`config.mk`:
```
export PLATFORM = sky130hd
export DESIGN_NAME = cpu_top
export DESIGN_NICKNAME = d
export VERILOG_FILES = /design/src/hw/cpu_isa_pkg.sv /design/src/hw/cpu_ctrl_pkg.sv /design/src/hw/barrel_shifter.sv /design/src/hw/control_fsm.sv /design/src/hw/cpu_top.sv /design/src/hw/execute_unit.sv /design/src/hw/fetch_unit.sv /design/src/hw/reg_file.sv
export VERILOG_INCLUDE_DIRS = /design/src /design/src/hw
export SDC_FILE = /design/constraint.sdc
export NUM_CORES = 1
export LEC_CHECK = 0
export ABC_AREA = 1
export BUFFER_PORTS_ARGS = -buffer_cell sky130_fd_sc_hd__buf_2
export CAP_MARGIN = 20
export CORE_UTILIZATION = 45
export DETAILED_ROUTE_END_ITERATION = 7
export MAX_ROUTING_LAYER = met4
export PLACE_DENSITY_LB_ADDON = 0.08
export REMOVE_ABC_BUFFERS = 1
export SLEW_MARGIN = 10
export SYNTH_ARGS = -nofsm -noshare
export SYNTH_HDL_FRONTEND = slang
export SYNTH_SLANG_ARGS = --single-unit
```
`constraint.sdc`:
```
create_clock -name clk -period 7.3 [get_ports clk]
set_input_delay 0.365 -clock clk [delete_from_list [all_inputs] [get_ports clk]]
set_output_delay 0.365 -clock clk [all_outputs]
set_load 0.02 [all_outputs]
```
`src/hw/cpu_defs.svh`:
```
`ifndef CPU_DEFS_SVH
`define CPU_DEFS_SVH

// Datapath and address width
`define CPU_XLEN 16

// Architectural registers with r0 hardwired to zero
`define CPU_NREGS 16

`define CPU_RESET_PC 0

// Byte increment per fetched instruction
`define CPU_PC_STEP 2

`endif

```
`src/hw/cpu_isa_pkg.sv`:
```
`include "cpu_defs.svh"

package cpu_isa_pkg;

    typedef logic [`CPU_XLEN-1:0] word_t;

    typedef logic [3:0] reg_addr_t;

    typedef enum logic [3:0] {
        OP_SHIFT = 4'd0,
        OP_NOP1  = 4'd1,  // Former load
        OP_NOP2  = 4'd2,  // Former store
        OP_JUMP  = 4'd3,
        OP_BEQ   = 4'd4,
        OP_BNE   = 4'd5,
        OP_ORI   = 4'd6,
        OP_NANDI = 4'd7,
        OP_ADD   = 4'd8,
        OP_ADDI  = 4'd9,
        OP_ADDUI = 4'd10,
        OP_NAND  = 4'd11,
        OP_SUB   = 4'd12,
        OP_SUBI  = 4'd13,
        OP_SUBUI = 4'd14,
        OP_OR    = 4'd15
    } opcode_e;

    // imm8 is {rs, rt}, imm12 is {rd, rs, rt}, shift amount is rs
    typedef struct packed {
        opcode_e   opcode;
        reg_addr_t rd;
        reg_addr_t rs;
        reg_addr_t rt;
    } instr_t;

    typedef enum logic [1:0] {
        SH_LSL     = 2'b00,
        SH_LSL_ALT = 2'b01,
        SH_LSR     = 2'b10,
        SH_ASR     = 2'b11
    } shift_fn_e;

endpackage

```
`src/hw/cpu_ctrl_pkg.sv`:
```
package cpu_ctrl_pkg;

    import cpu_isa_pkg::*;

    // One-hot with the top bit spare
    typedef enum logic [10:0] {
        FETCH      = 11'b000_0000_0001,
        DECODE_R   = 11'b000_0000_0010,
        DECODE_I   = 11'b000_0000_0100,
        EXEC_R     = 11'b000_0000_1000,
        EXEC_I     = 11'b000_0001_0000,
        EXEC_SHIFT = 11'b000_0010_0000,
        BRANCH     = 11'b000_0100_0000,
        JUMP       = 11'b000_1000_0000,
        WRITEBACK  = 11'b001_0000_0000,
        NOP_RET    = 11'b010_0000_0000
    } state_e;

    typedef enum logic [1:0] {
        ALU_ADD  = 2'b00,
        ALU_SUB  = 2'b01,
        ALU_NAND = 2'b10,
        ALU_OR   = 2'b11
    } alu_op_e;

    typedef enum logic [2:0] {
        SRC_B_STEP   = 3'd0,
        SRC_B_REG    = 3'd1,
        SRC_B_SEXT8  = 3'd2,
        SRC_B_ZEXT8  = 3'd3,
        SRC_B_ZEXT12 = 3'd4
    } src_b_e;

    typedef struct packed {
        logic    pc_wr;      // Unconditional PC update
        logic    branch;
        logic    src_a_reg;  // 0 selects PC
        src_b_e  src_b;
        alu_op_e alu_op;
        logic    use_shift;
        logic    rs_is_rd;   // First read port takes ir[11:8]
        logic    read_c;
        logic    reg_wr;
        logic    ir_load;
    } ctrl_t;

    typedef struct packed {
        logic      valid;
        reg_addr_t addr;
        word_t     data;
    } wb_t;

endpackage

```
`src/hw/barrel_shifter.sv`:
```
`timescale 1ns/1ps
`include "cpu_defs.svh"

module barrel_shifter import cpu_isa_pkg::*; (
    input  word_t      value,
    input  logic [3:0] amount,
    input  shift_fn_e  fn,
    output word_t      result
);

    word_t s_in;
    word_t s8;
    word_t s4;
    word_t s2;
    word_t s1;
    logic  left;
    logic  fill;

    function automatic word_t reverse(input word_t w);
        word_t r;
        for (int i = 0; i < `CPU_XLEN; i++) begin
            r[i] = w[`CPU_XLEN-1-i];
        end
        return r;
    endfunction

    assign left = !fn[1];  // 00 and 01 both shift left
    assign fill = (fn == SH_ASR) ? value[`CPU_XLEN-1] : 1'b0;
    assign s_in = left ? reverse(value) : value;

    assign s8 = amount[3] ? {{8{fill}}, s_in[`CPU_XLEN-1:8]} : s_in;
    assign s4 = amount[2] ? {{4{fill}}, s8[`CPU_XLEN-1:4]} : s8;
    assign s2 = amount[1] ? {{2{fill}}, s4[`CPU_XLEN-1:2]} : s4;
    assign s1 = amount[0] ? {fill, s2[`CPU_XLEN-1:1]} : s2;

    assign result = left ? reverse(s1) : s1;

endmodule

```
`src/hw/control_fsm.sv`:
```
`timescale 1ns/1ps

module control_fsm import cpu_isa_pkg::*, cpu_ctrl_pkg::*; (
    input  logic    clk,
    input  logic    rst,
    input  opcode_e opcode,
    output ctrl_t   ctrl
);

    state_e state;
    state_e state_nxt;

    always_ff @(posedge clk or negedge rst) begin
        if (!rst) begin
            state <= FETCH;
        end else begin
            state <= state_nxt;
        end
    end

    always_comb begin
        state_nxt = FETCH;
        case (state)
            FETCH: begin
                case (opcode)
                    OP_NOP1, OP_NOP2: state_nxt = NOP_RET;
                    OP_JUMP: state_nxt = JUMP;
                    OP_BEQ, OP_BNE, OP_ADD, OP_NAND, OP_SUB, OP_OR: state_nxt = DECODE_R;
                    default: state_nxt = DECODE_I;  // Shift and immediates
                endcase
            end
            DECODE_R: state_nxt = (opcode == OP_BEQ || opcode == OP_BNE) ? BRANCH : EXEC_R;
            DECODE_I: state_nxt = (opcode == OP_SHIFT) ? EXEC_SHIFT : EXEC_I;
            EXEC_R, EXEC_I, EXEC_SHIFT: state_nxt = WRITEBACK;
            default: state_nxt = FETCH;
        endcase
    end

    always_comb begin
        ctrl = '0;
        case (state)
            FETCH: begin
                ctrl.pc_wr   = 1'b1;  // pc + step through the ALU
                ctrl.ir_load = 1'b1;
            end
            DECODE_R: ctrl.read_c = 1'b1;  // Branch target
            DECODE_I: ctrl.rs_is_rd = 1'b1;
            EXEC_R: begin
                ctrl.src_a_reg = 1'b1;
                ctrl.src_b     = SRC_B_REG;
                case (opcode)
                    OP_SUB:  ctrl.alu_op = ALU_SUB;
                    OP_NAND: ctrl.alu_op = ALU_NAND;
                    OP_OR:   ctrl.alu_op = ALU_OR;
                    default: ctrl.alu_op = ALU_ADD;
                endcase
            end
            EXEC_I: begin
                ctrl.src_a_reg = 1'b1;
                ctrl.src_b     = (opcode == OP_ADDUI || opcode == OP_SUBUI) ?
                                 SRC_B_ZEXT8 : SRC_B_SEXT8;
                case (opcode)
                    OP_SUBI, OP_SUBUI: ctrl.alu_op = ALU_SUB;
                    OP_NANDI:          ctrl.alu_op = ALU_NAND;
                    OP_ORI:            ctrl.alu_op = ALU_OR;
                    default:           ctrl.alu_op = ALU_ADD;
                endcase
            end
            EXEC_SHIFT: ctrl.use_shift = 1'b1;
            BRANCH: begin
                ctrl.branch    = 1'b1;
                ctrl.src_a_reg = 1'b1;
                ctrl.src_b     = SRC_B_REG;
                ctrl.alu_op    = ALU_SUB;  // Compare for zero flag
            end
            JUMP: begin
                ctrl.pc_wr = 1'b1;
                ctrl.src_b = SRC_B_ZEXT12;
            end
            WRITEBACK: ctrl.reg_wr = 1'b1;
            default: ;
        endcase
    end

endmodule

```
`src/hw/cpu_top.sv`:
```
`timescale 1ns/1ps

module cpu_top import cpu_isa_pkg::*, cpu_ctrl_pkg::*; (
    input  logic   clk,
    input  logic   rst,
    input  instr_t instr,
    output word_t  pc,
    output wb_t    wb
);

    ctrl_t  ctrl;
    instr_t ir;
    word_t  a;
    word_t  b;
    word_t  c;
    logic   pc_load;
    word_t  pc_next;

    control_fsm i_control_fsm (
        .clk    (clk),
        .rst    (rst),
        .opcode (ir.opcode),
        .ctrl   (ctrl)
    );

    fetch_unit i_fetch_unit (
        .clk     (clk),
        .rst     (rst),
        .instr   (instr),
        .ctrl    (ctrl),
        .pc_load (pc_load),
        .pc_next (pc_next),
        .pc      (pc),
        .ir      (ir)
    );

    reg_file i_reg_file (
        .clk  (clk),
        .ir   (ir),
        .ctrl (ctrl),
        .wb   (wb),
        .a    (a),
        .b    (b),
        .c    (c)
    );

    execute_unit i_execute_unit (
        .clk     (clk),
        .rst     (rst),
        .ctrl    (ctrl),
        .ir      (ir),
        .pc      (pc),
        .a       (a),
        .b       (b),
        .c       (c),
        .pc_load (pc_load),
        .pc_next (pc_next),
        .wb      (wb)
    );

endmodule

```
`src/hw/execute_unit.sv`:
```
`timescale 1ns/1ps
`include "cpu_defs.svh"

module execute_unit import cpu_isa_pkg::*, cpu_ctrl_pkg::*; (
    input  logic   clk,
    input  logic   rst,
    input  ctrl_t  ctrl,
    input  instr_t ir,
    input  word_t  pc,
    input  word_t  a,
    input  word_t  b,
    input  word_t  c,
    output logic   pc_load,
    output word_t  pc_next,
    output wb_t    wb
);

    word_t op_a;
    word_t op_b;
    word_t alu_res;
    word_t shift_res;
    word_t alu_out;
    logic  zf;

    assign op_a = ctrl.src_a_reg ? a : pc;

    always_comb begin
        case (ctrl.src_b)
            SRC_B_STEP:   op_b = word_t'(`CPU_PC_STEP);
            SRC_B_REG:    op_b = b;
            SRC_B_SEXT8:  op_b = {{8{ir.rs[3]}}, ir.rs, ir.rt};
            SRC_B_ZEXT8:  op_b = {8'h00, ir.rs, ir.rt};
            SRC_B_ZEXT12: op_b = {4'h0, ir.rd, ir.rs, ir.rt};
            default:      op_b = '0;
        endcase
    end

    always_comb begin
        case (ctrl.alu_op)
            ALU_ADD:  alu_res = op_a + op_b;
            ALU_SUB:  alu_res = op_a - op_b;
            ALU_NAND: alu_res = ~(op_a & op_b);
            default:  alu_res = op_a | op_b;
        endcase
    end

    assign zf = (alu_res == '0);

    barrel_shifter i_barrel_shifter (
        .value  (a),
        .amount (ir.rs),
        .fn     (shift_fn_e'(ir.rt[1:0])),
        .result (shift_res)
    );

    // Opcode bit 0 set means branch on not equal
    assign pc_load = ctrl.pc_wr | (ctrl.branch & (zf ^ ir.opcode[0]));
    assign pc_next = ctrl.branch ? c : alu_res;

    always_ff @(posedge clk or negedge rst) begin
        if (!rst) begin
            alu_out <= '0;
        end else begin
            alu_out <= ctrl.use_shift ? shift_res : alu_res;
        end
    end

    assign wb.valid = ctrl.reg_wr;
    assign wb.addr  = ir.rd;
    assign wb.data  = alu_out;

endmodule

```
`src/hw/fetch_unit.sv`:
```
`timescale 1ns/1ps
`include "cpu_defs.svh"

module fetch_unit import cpu_isa_pkg::*, cpu_ctrl_pkg::*; (
    input  logic   clk,
    input  logic   rst,
    input  instr_t instr,
    input  ctrl_t  ctrl,
    input  logic   pc_load,
    input  word_t  pc_next,
    output word_t  pc,
    output instr_t ir
);

    instr_t ir_q;

    always_ff @(posedge clk or negedge rst) begin
        if (!rst) begin
            pc <= word_t'(`CPU_RESET_PC);
        end else if (pc_load) begin
            pc <= pc_next;
        end
    end

    always_ff @(posedge clk) begin
        if (ctrl.ir_load) begin
            ir_q <= instr;
        end
    end

    // Transparent while loading so the FSM can dispatch from FETCH
    assign ir = ctrl.ir_load ? instr : ir_q;

endmodule

```
`src/hw/reg_file.sv`:
```
`timescale 1ns/1ps
`include "cpu_defs.svh"

module reg_file import cpu_isa_pkg::*, cpu_ctrl_pkg::*; (
    input  logic   clk,
    input  instr_t ir,
    input  ctrl_t  ctrl,
    input  wb_t    wb,
    output word_t  a,
    output word_t  b,
    output word_t  c
);

    word_t     regs [`CPU_NREGS];
    reg_addr_t ra;

    function automatic word_t read_reg(input reg_addr_t addr);
        return (addr == '0) ? '0 : regs[addr];  // r0 reads as zero
    endfunction

    assign ra = ctrl.rs_is_rd ? ir.rd : ir.rs;

    always_ff @(posedge clk) begin
        a <= read_reg(ra);
        b <= read_reg(ir.rt);
        if (ctrl.read_c) begin
            c <= read_reg(ir.rd);
        end
    end

    always_ff @(posedge clk) begin
        if (wb.valid && wb.addr != '0) begin
            regs[wb.addr] <= wb.data;
        end
    end

endmodule

```
======== After elaboration in Yosys (flattened, before gate mapping) ========
Memories as Yosys holds them, arrays and structs flattened. A register that Yosys moved wholly into a read port is not among the register bits.
Index checks and enable logic that the tools add are counted.
word-level totals
  register bits after elaboration ......... 59
  bits in writable memories ............... 256
  ROM bits ................................ 64
  input port bits ......................... 18
  output and inout port bits .............. 37
  logic and storage cells ................. 91
  memories ................................ 2
cells by class
  add/subtract/negate cells ............... 2
  equality and inequality tests ........... 26
  muxes and demuxes ....................... 32
  bitwise operators ....................... 6
  reduce and logical (&&, ||, !) cells .... 16
memories
  memory           depth  width  read ports  clocked after Yosys merged registers in  write ports  RTL line           RTL
  i_reg_file.regs  16     16     3           3                                        1            reg_file.sv:14     word_t regs [`CPU_NREGS];
  (no name shown)  16     4      1           0                                        0            control_fsm.sv:25  case (opcode)
operators with widths
  kind                                                   number
  2-to-1 mux 16 bit                                      10
  one-hot mux 16 bit (5 select lines)                    1
  one-hot mux 16 bit (3 select lines)                    1
  one-hot mux 11 bit (4 select lines)                    1
  equality test 4 bit (second input constant)            6
  one-hot mux 2 bit (3 select lines)                     3
  adder 16 bit                                           1
  bitwise AND 16 bit                                     1
  equality test 4 x 3 -> 1 bit (second input constant)   4
  logical NOT 16 bit                                     1
  logical NOT 4 bit                                      4
  inverter 16 bit                                        1
  OR 16 bit                                              1
  subtractor 16 bit                                      1
  2-to-1 mux 1 bit                                       12
  equality test 11 x 1 -> 1 bit (second input constant)  1
  equality test 11 x 2 -> 1 bit (second input constant)  1
  equality test 11 x 3 -> 1 bit (second input constant)  1
  equality test 11 x 4 -> 1 bit (second input constant)  1
  equality test 11 x 5 -> 1 bit (second input constant)  1
  equality test 11 x 6 -> 1 bit (second input constant)  1
  equality test 11 x 7 -> 1 bit (second input constant)  1
  equality test 11 x 8 -> 1 bit (second input constant)  1
  equality test 11 x 9 -> 1 bit (second input constant)  1
  other kinds (19)                                       25

======== Depth between registers and ports, before layout ========
Gate-level depths: netlist of run 1.
  depth after elaboration ................. 16
  mapped depth ............................ 42
  mapped depth without buffers ............ 40

======== Modules after synthesis ========
Synthesis of run 1 repeated with hierarchy kept, for this count alone.
unflattened totals
  cells, all modules ...................... 3237
  area, all modules ....................... 23520.1 µm²
modules (own cells, without submodules)
  module          times used  cells an instance  area an instance (µm²)  seq. area each (µm²)
  reg_file        1           2154               17133.9                 8808.4
  execute_unit    1           604                3255.6                  400.4
  barrel_shifter  1           239                1186.1                  0.0
  fetch_unit      1           136                1182.4                  720.7
  control_fsm     1           104                762.0                   251.5

======== Worst setup path before layout of run 1 ========
OpenSTA, ideal clock, no wires.
  path kind ............................... register to register
  from .................................... register i_control_fsm.state[0]
  to ...................................... register i_fetch_unit.pc[10]
  library setup time ...................... 117 ps
  arrival time ............................ 5170 ps
  data required time ...................... 7183 ps
  path slack .............................. 2013 ps
  cell stages (with the launch flop) ...... 40
  path buffers ............................ 2
  period minus slack after synthesis ...... 5287 ps
  cell sequence ........................... dfstp_2 -> nand2_1 -> nor2_8 -> nand2_8 -> clkinv_2 -> nor2_1 -> nor2_1 -> inv_1 -> ha_1 -> or2_2 -> nand2_1 -> nand2_1 -> nand3_2 -> nand2_4 -> inv_2 -> nor2_4 -> inv_1 -> clkbuf_1 -> [... 4 more ...] -> a21oi_1 -> nand2_1 -> a21oi_1 -> o21ai_0 -> or2_2 -> nand3_1 -> nand3_1 -> nor2_1 -> nand2_1 -> nor2_1 -> nand3_1 -> nor2_1 -> nand4_1 -> nand3_4 -> nand2_4 -> buf_6 -> nand2_1 -> nand2_1
between the ends
  word-level cells in the longest chain between the ends .. 16
  elaborated cells on any way between the ends .. 49
  those cells by class .................... 2 x add/sub; 19 x eq/ne; 14 x mux; 6 x bitwise; 8 x reduce/logical
ends and longest elaborated chain
  element                                                    RTL line            RTL
  start: declaration                                         control_fsm.sv:10   state_e state;
  start signal: assignment                                   control_fsm.sv:17   state <= state_nxt;
  equality test 11 x 1 -> 1 bit *                            control_fsm.sv:41   case (state)
  2-to-1 mux 1 bit *                                         control_fsm.sv:41
  2-to-1 mux 16 bit *                                        fetch_unit.sv:32    assign ir = ctrl.ir_load ? instr : ir_q;
  named net i_control_fsm.opcode[1]                          control_fsm.sv:6    input opcode_e opcode,
  branches (longest 8 deep; another with subtractor 16 bit)  --
  one-hot mux 16 bit (3 select lines) *                      execute_unit.sv:39  case (ctrl.alu_op)
  logical NOT 16 bit                                         execute_unit.sv:47  assign zf = (alu_res == '0);
  XOR 1 bit                                                  execute_unit.sv:57  assign pc_load = ctrl.pc_wr | (ctrl.branch & (zf ^ ir.opcode[0]));
  bitwise AND 1 bit                                          execute_unit.sv:57
  OR 1 bit                                                   execute_unit.sv:57
  end signal: assignment                                     fetch_unit.sv:19    pc <= word_t'(`CPU_RESET_PC);
  end signal: assignment                                     fetch_unit.sv:21    pc <= pc_next;
  end: declaration                                           fetch_unit.sv:11    output word_t pc,
Mark *: on every way through the listed nets, which the timed path passes.
A chain may end at the register's enable or synchronous reset.

======== Worst setup path in the final report of run 1 ========
  from .................................... register i_control_fsm.state[9]
  to ...................................... register i_fetch_unit.pc[10]
Same word-level chain as after synthesis.

==> results of run 1 <==
timing repair:
action / in CTS / in global routing
resized for setup: 0 / 1
hold endpoints to repair: 0 / 10
hold buffers: 0 / 1
endpoints found under the setup margin: 0 / 11
synthesized netlist by cell type, types with 3 or more instances:
| cell | number |
|---|---|
| xor2_1 | 11 |
| ha_1 | 22 |
| nand2_4 | 7 |
| mux2i_1 | 5 |
| dfrtp_1 | 41 |
| clkbuf_1 | 132 |
| inv_2 | 9 |
| nor3_1 | 9 |
| buf_6 | 5 |
| a41oi_1 | 13 |
| nand3_1 | 159 |
| nor4_1 | 5 |
| o211ai_1 | 28 |
| nand3_2 | 6 |
| a211oi_1 | 3 |
| buf_4 | 8 |
| o21bai_1 | 4 |
| o22ai_1 | 59 |
| xnor2_1 | 9 |
| buf_2 | 8 |
| nor2_4 | 5 |
| nor2_1 | 226 |
| nand2_2 | 12 |
| nand2_1 | 489 |
| nand3b_1 | 6 |
| or2_2 | 8 |
| inv_1 | 235 |
| nand4_1 | 6 |
| clkinv_1 | 4 |
| buf_1 | 7 |
| nand3_4 | 3 |
| nor2_2 | 5 |
| a21oi_1 | 166 |
| a22oi_1 | 91 |
| dfxtp_1 | 48 |
| o221ai_1 | 43 |
| edfxtp_1 | 272 |
| o21ai_1 | 9 |
| a31oi_1 | 35 |
| o21ai_0 | 347 |
per-layer routing:
layer / vias to the layer above / share of wire / global-route usage
li1: 9052 / - / -
met1: 9797 / 0.39 / 0.4613
met2: 1237 / 0.46 / 0.5617
met3: 262 / 0.10 / 0.06389
met4: 0 / 0.047 / 0.1641
met5: - / 0 / -
state kept, by name (all words and copies together) (netlist names):
name                    cells
i_reg_file.regs           256
i_reg_file.a               16
i_reg_file.c               16
i_fetch_unit.pc            16
i_fetch_unit.ir_q          16
i_execute_unit.alu_out     16
i_reg_file.b               16
i_control_fsm.state        10
logic make-up (layout without fill, tap and decap cells):
family,Yosys count,in the layout
simple gates,952,952
compound gates,805,805
buf+inv,411,434
flops,362,362
fa+ha+maj,23,23
xor+xnor,20,20
mux,5,5
other cells,1,17
stage by stage:
stage	hold WS [ns]	worst slack, ns	utilization	cell area [µm²]
final	0.1206	0.6790	0.5080	23600
after global placement	0.5341	0.7976	0.4757	22100
after floorplan	0.06941	0.1920	-	20540
after global routing	0.1554	0.2009	0.5080	23600
after detailed placement	0.5317	0.5971	0.4757	22100
after CTS	0.01154	0.5348	0.5071	23560
worst max-delay path, delay by kind of cell, from the launching register on:
family / cells / cell delay (ns)
adders and majority gates: 2 / 0.57
xor gates and xnor gates: 1 / 0.16
and+or+nand+nor: 26 / 3.97
DFF: 1 / 0.39
buffers and inverters: 6 / 0.88
AOI/OAI and AO/OA: 3 / 0.47
cell type report:
class                      instances  area share
tap                              607     0.03218
clock inverter                    14    0.007157
clock buffer                      64     0.05460
antenna                            1   0.0001060
multi-input combinational       1821      0.4055
inverter                         251     0.04024
sequential                       362      0.4314
timing repair buffer             105     0.02884
path summary, 6_finish.rpt:
check                           slack, ns  depth (start not counted)                   start                        end
worst min-delay path                 0.12                          3               instr[10]      i_fetch_unit.ir_q[10]
worst min register to register       0.54                          2   i_fetch_unit.ir_q[10]      i_fetch_unit.ir_q[10]
worst max register to register       0.68                         38  i_control_fsm.state[9]        i_fetch_unit.pc[10]
worst max-delay path                 0.68                         38  i_control_fsm.state[9]        i_fetch_unit.pc[10]
min in group asynchronous            0.19                          2                     rst     i_control_fsm.state[7]
max in group asynchronous            6.58                          3                     rst  i_execute_unit.alu_out[7]
==> flow_summary.yaml, run 1 <==
yosys:
  synthSimpleGateAreaFrac: 0.1954
  yosys-top-cells-area: "edfxtp_1 (39%), nand2_1 (8.7%), o21ai_0 (8.2%), dfrtp_1 (4.8%), dfxtp_1 (4.5%)"
  ys_warn_count: 0
  synthMuxAreaShare: 0.002365
  synth_top_family_by_area: "compound AO/OA/AOI/OAI gates"
  synthAdderAreaFrac: 0.01395
  avgSynthCellArea_um2: 8.205
  ys.flop_type: "edfxtp_1"
  synth_cell_types: 57
  netlist_area_um2: 21160
  yosysTopAreaCell: "edfxtp_1"
  ys_async_sr_fraction: 0.1160
  synth_edf_count: 272
  synthXorXnorAreaFrac: 0.008278
  netlist_instances: 2579
  synth_top_area_share: 0.3860
  ys_seq_elements: 362
  seq_area_frac_synth: 0.4811
  synth_compound_area_frac: 0.2219
worst_setup_path:
  crit_path_max_incr_delay_ns: 0.39
  worstPathRequired_ns: 7.75
  crit_arrival_ns: 7.07
  critPathSlowestCell: "dfrtp_1"
  critical_path.most_common_cell: "nand2_1"
  startpoint_type: "register"
  cp_max_fo: 19
  end_kind: "register"
  path_class: "reg -> reg"
sta:
  rsz0062_at_grt: "false"
  fin_crit_sh: 0.9070
  maxSlewHeadroom: 0.2490
  setup_viol: 0
  drv_slew: 0
  layout_min_cycle_time_ns: 6.621
  hold_viol: 0
  worst_pin_slew_ns: 1.127
  clock_skew_ns: 0.02071
  tns_ns: 0
  fmax_mhz: 151.0
routing:
  detail_route.wl_per_cell_um: 26.31
  first_pass_iters: 6
  route.detailed.drc: 0
  dr_total_vias: 20350
  vias_per_cell: 6.309
  drt_iter0_drc: 2903
  antenna_left: 0
  wl_um: 84860
flow_run:
  drv_cap: 0
finish:
  drive_gt1_frac: 0.1016
  multi_input_area_um2: 9570
  final_cell_mix: "nand2_1 (486), o21ai_0 (347), edfxtp_1 (272)"
  num-nets-final: 2624
  final.fill_count: 4411
  area_growth_pct: 11.53
  ff_latch_area_um2: 10180
  mostFrequentLayoutCell: "nand2_1"
  stdcell_count: 3225
clocking:
  cts_buffers: 42
  cts_tree: "yes"
  clk_latency_ns: 0.58
  clockBufferDepth: 3
  clkSinkCount: 362
  post_cts_buffers: 0
  cts_root_buffer: "clkbuf_16"
  htree_levels: 2
  clk_pin_slew_ns: 0.06
placement:
  hpwl_um: 53780
  place.gp.congestion: 1.003
  port_buffers: 54
  place_inst: 3143
global_routing:
  antenna_found_initial: 0
  grt_pass1_wl_um: 123000
  grt_max_degree: 175
  grtUsageTotal: 0.3618
  gr-total-overflow: 0
  grt_pass1_vias: 19060
worst_hold_path:
  hold_class: "in -> reg"
outcome:
  outcome: "finished clean"
floorplanning:
  initial_core_util: 0.4555
  core-area_um2: 46460
  boundaryPins: 55
  rows: 79
  die_h_um: 218.9
  dieArea_um2: 47900
  fp.dieW_um: 218.9
Power of run 1 is left out: the tool's default activity adds up to more than one toggle a clock period on the data nets, which glitch-free logic cannot reach.
==> inputs of run 2 (changes only) <==
RECOVER_POWER = 25   (was default)
clock period = 8.4 ns   (was 7.3 ns; I/O delays follow)
==> run 2 against run 1 <==
The run now ends with max-capacitance violations, max-slew violations left; cell area is 0.51% lower; clock skew is 0.012 ns higher; flip-flop and latch count stayed put; final cell count is 0.12% lower; die area stayed put; worst setup slack better by 0.92 ns; first-iteration DRC count is 1.2% higher; clock-buffer cell count is 5 lower; critical path type unchanged; critical endpoint unchanged.
==> flow_summary.yaml, run 2 (synthesis results as in run 1) <==
routing:
  route.detailed.drc: 0
  dr_total_vias: 20400
  drt_iter0_drc: 2939
  first_pass_iters: 8
  vias_per_cell: 6.332
  detail_route.wl_per_cell_um: 26.68
  antenna_left: 0
  wl_um: 85930
worst_hold_path:
  whs_path_depth: 3
  hold_class: "in -> reg"
flow_run:
  drv_cap: 1
finish:
  final_cell_mix: "nand2_1 (486), o21ai_0 (347), edfxtp_1 (272)"
  top_register: "i_reg_file.regs"
  num-nets-final: 2621
  drive_gt1_frac: 0.09950
  largest_reg_flops: 256
  area_growth_pct: 10.96
  final.fill_count: 4444
  multi_input_area_um2: 9583
  ff_latch_area_um2: 10180
  mostFrequentLayoutCell: "nand2_1"
floorplanning:
  boundaryPins: 55
  die_h_um: 218.9
  dieArea_um2: 47900
  core-area_um2: 46460
  initial_core_util: 0.4555
  fp.dieW_um: 218.9
  rows: 79
clocking:
  cts_tree: "yes"
  htree_levels: 2
  ctsResizeCount: 0
  clockBufferDepth: 3
  cts_root_buffer: "clkbuf_16"
  clk_pin_slew_ns: 0.06
  clk_latency_ns: 0.59
  clkSinkCount: 362
  cts_buffers: 42
sta:
  fmax_mhz: 147.1
  maxSlewHeadroom: -0.3220
  hold_viol: 0
  tns_ns: 0
  rsz0062_at_grt: "false"
  worst_pin_slew_ns: 1.983
  setup_viol: 0
  fin_crit_sh: 0.8094
  drv_slew: 31
  layout_min_cycle_time_ns: 6.799
  clock_skew_ns: 0.03247
placement:
  port_buffers: 54
  place.gp.congestion: 1.018
  hpwl_um: 54120
worst_setup_path:
  crit_arrival_ns: 7.30
  cp_max_fo: 19
  worstPathRequired_ns: 8.90
  path_class: "reg -> reg"
  crit_path_max_incr_delay_ns: 0.57
  startpoint_type: "register"
  critical_path.most_common_cell: "nor2_1"
  worstRegToRegCells: 39
  end_kind: "register"
  critPathSlowestCell: "nor2_1"
outcome:
  violations: "max-capacitance violations, max-slew violations"
  outcome: "complete, but fails checks"
global_routing:
  grtUsageTotal: 0.3683
  grt_max_degree: 176
  grt_pass1_wl_um: 124700
  grt_pass1_vias: 19300
  gr-total-overflow: 0
  antenna_found_initial: 0
[run 2: timing repair]
action,CTS,global route
endpoints found under the setup margin,0,0
hold endpoints to repair,11,0
buffers inserted,0,0
hold buffers,1,0
[run 2: worst paths after layout]
kind / start / to / slack, ns
worst max-delay path: i_control_fsm.state[9] / i_fetch_unit.pc[10] / 1.60
worst min-delay path: instr[10] / i_fetch_unit.ir_q[10] / 0.20
worst max register to register: i_control_fsm.state[9] / i_fetch_unit.pc[10] / 1.60
worst min register to register: i_fetch_unit.ir_q[12] / i_fetch_unit.ir_q[12] / 0.55
max in group asynchronous: rst / i_execute_unit.alu_out[10] / 5.56
min in group asynchronous: rst / i_control_fsm.state[6] / 0.49
[run 2: cell type report]
class                   instances  share of cell area
flip-flops and latches        362              0.4336
multi-input cells            1821              0.4081
clock buffers                  59             0.04961
inverters                     251             0.04044
well taps                     607             0.03234
repair buffers                102             0.02728
clock inverters                18            0.008526
diodes                          1           0.0001066
[run 2: metrics by stage]
| stage | instance area [µm²] | instances | hold slack, ns | util | worst slack, ns |
|---|---|---|---|---|---|
| final | 23480 | 3221 | 0.1983 | 0.5054 | 1.601 |
| after global routing | 23480 | 3220 | 0.1978 | 0.5054 | 1.011 |
| after CTS | 23500 | 3220 | 0.1674 | 0.5058 | 1.657 |
| after detailed placement | 22120 | 3142 | 0.3638 | 0.4762 | 1.697 |
| after global placement | 22100 | 3141 | 0.5368 | 0.4757 | 1.883 |
| after floorplan | 20540 | 2434 | 0.1244 | - | 1.292 |
[run 2: critical path, delay by kind of cell, from the launching register on]
kind / cells / cell delay [ns]
AO/OA/AOI/OAI: 2 / 0.43
XOR/XNOR: 2 / 0.35
adder cells (fa/ha/maj): 2 / 0.61
buffers and inverters: 6 / 0.93
flip-flops: 1 / 0.38
AND/OR/NAND/NOR: 27 / 4.01
[run 2: layer usage]
metal / track usage / part of all wire / up-vias
met5: - / 0 / -
met4: 0.1847 / 0.051 / 0
met3: 0.06237 / 0.10 / 271
met2: 0.5687 / 0.46 / 1327
met1: 0.4670 / 0.39 / 9753
li1: - / - / 9045
Power of run 2 is left out for the same reason.
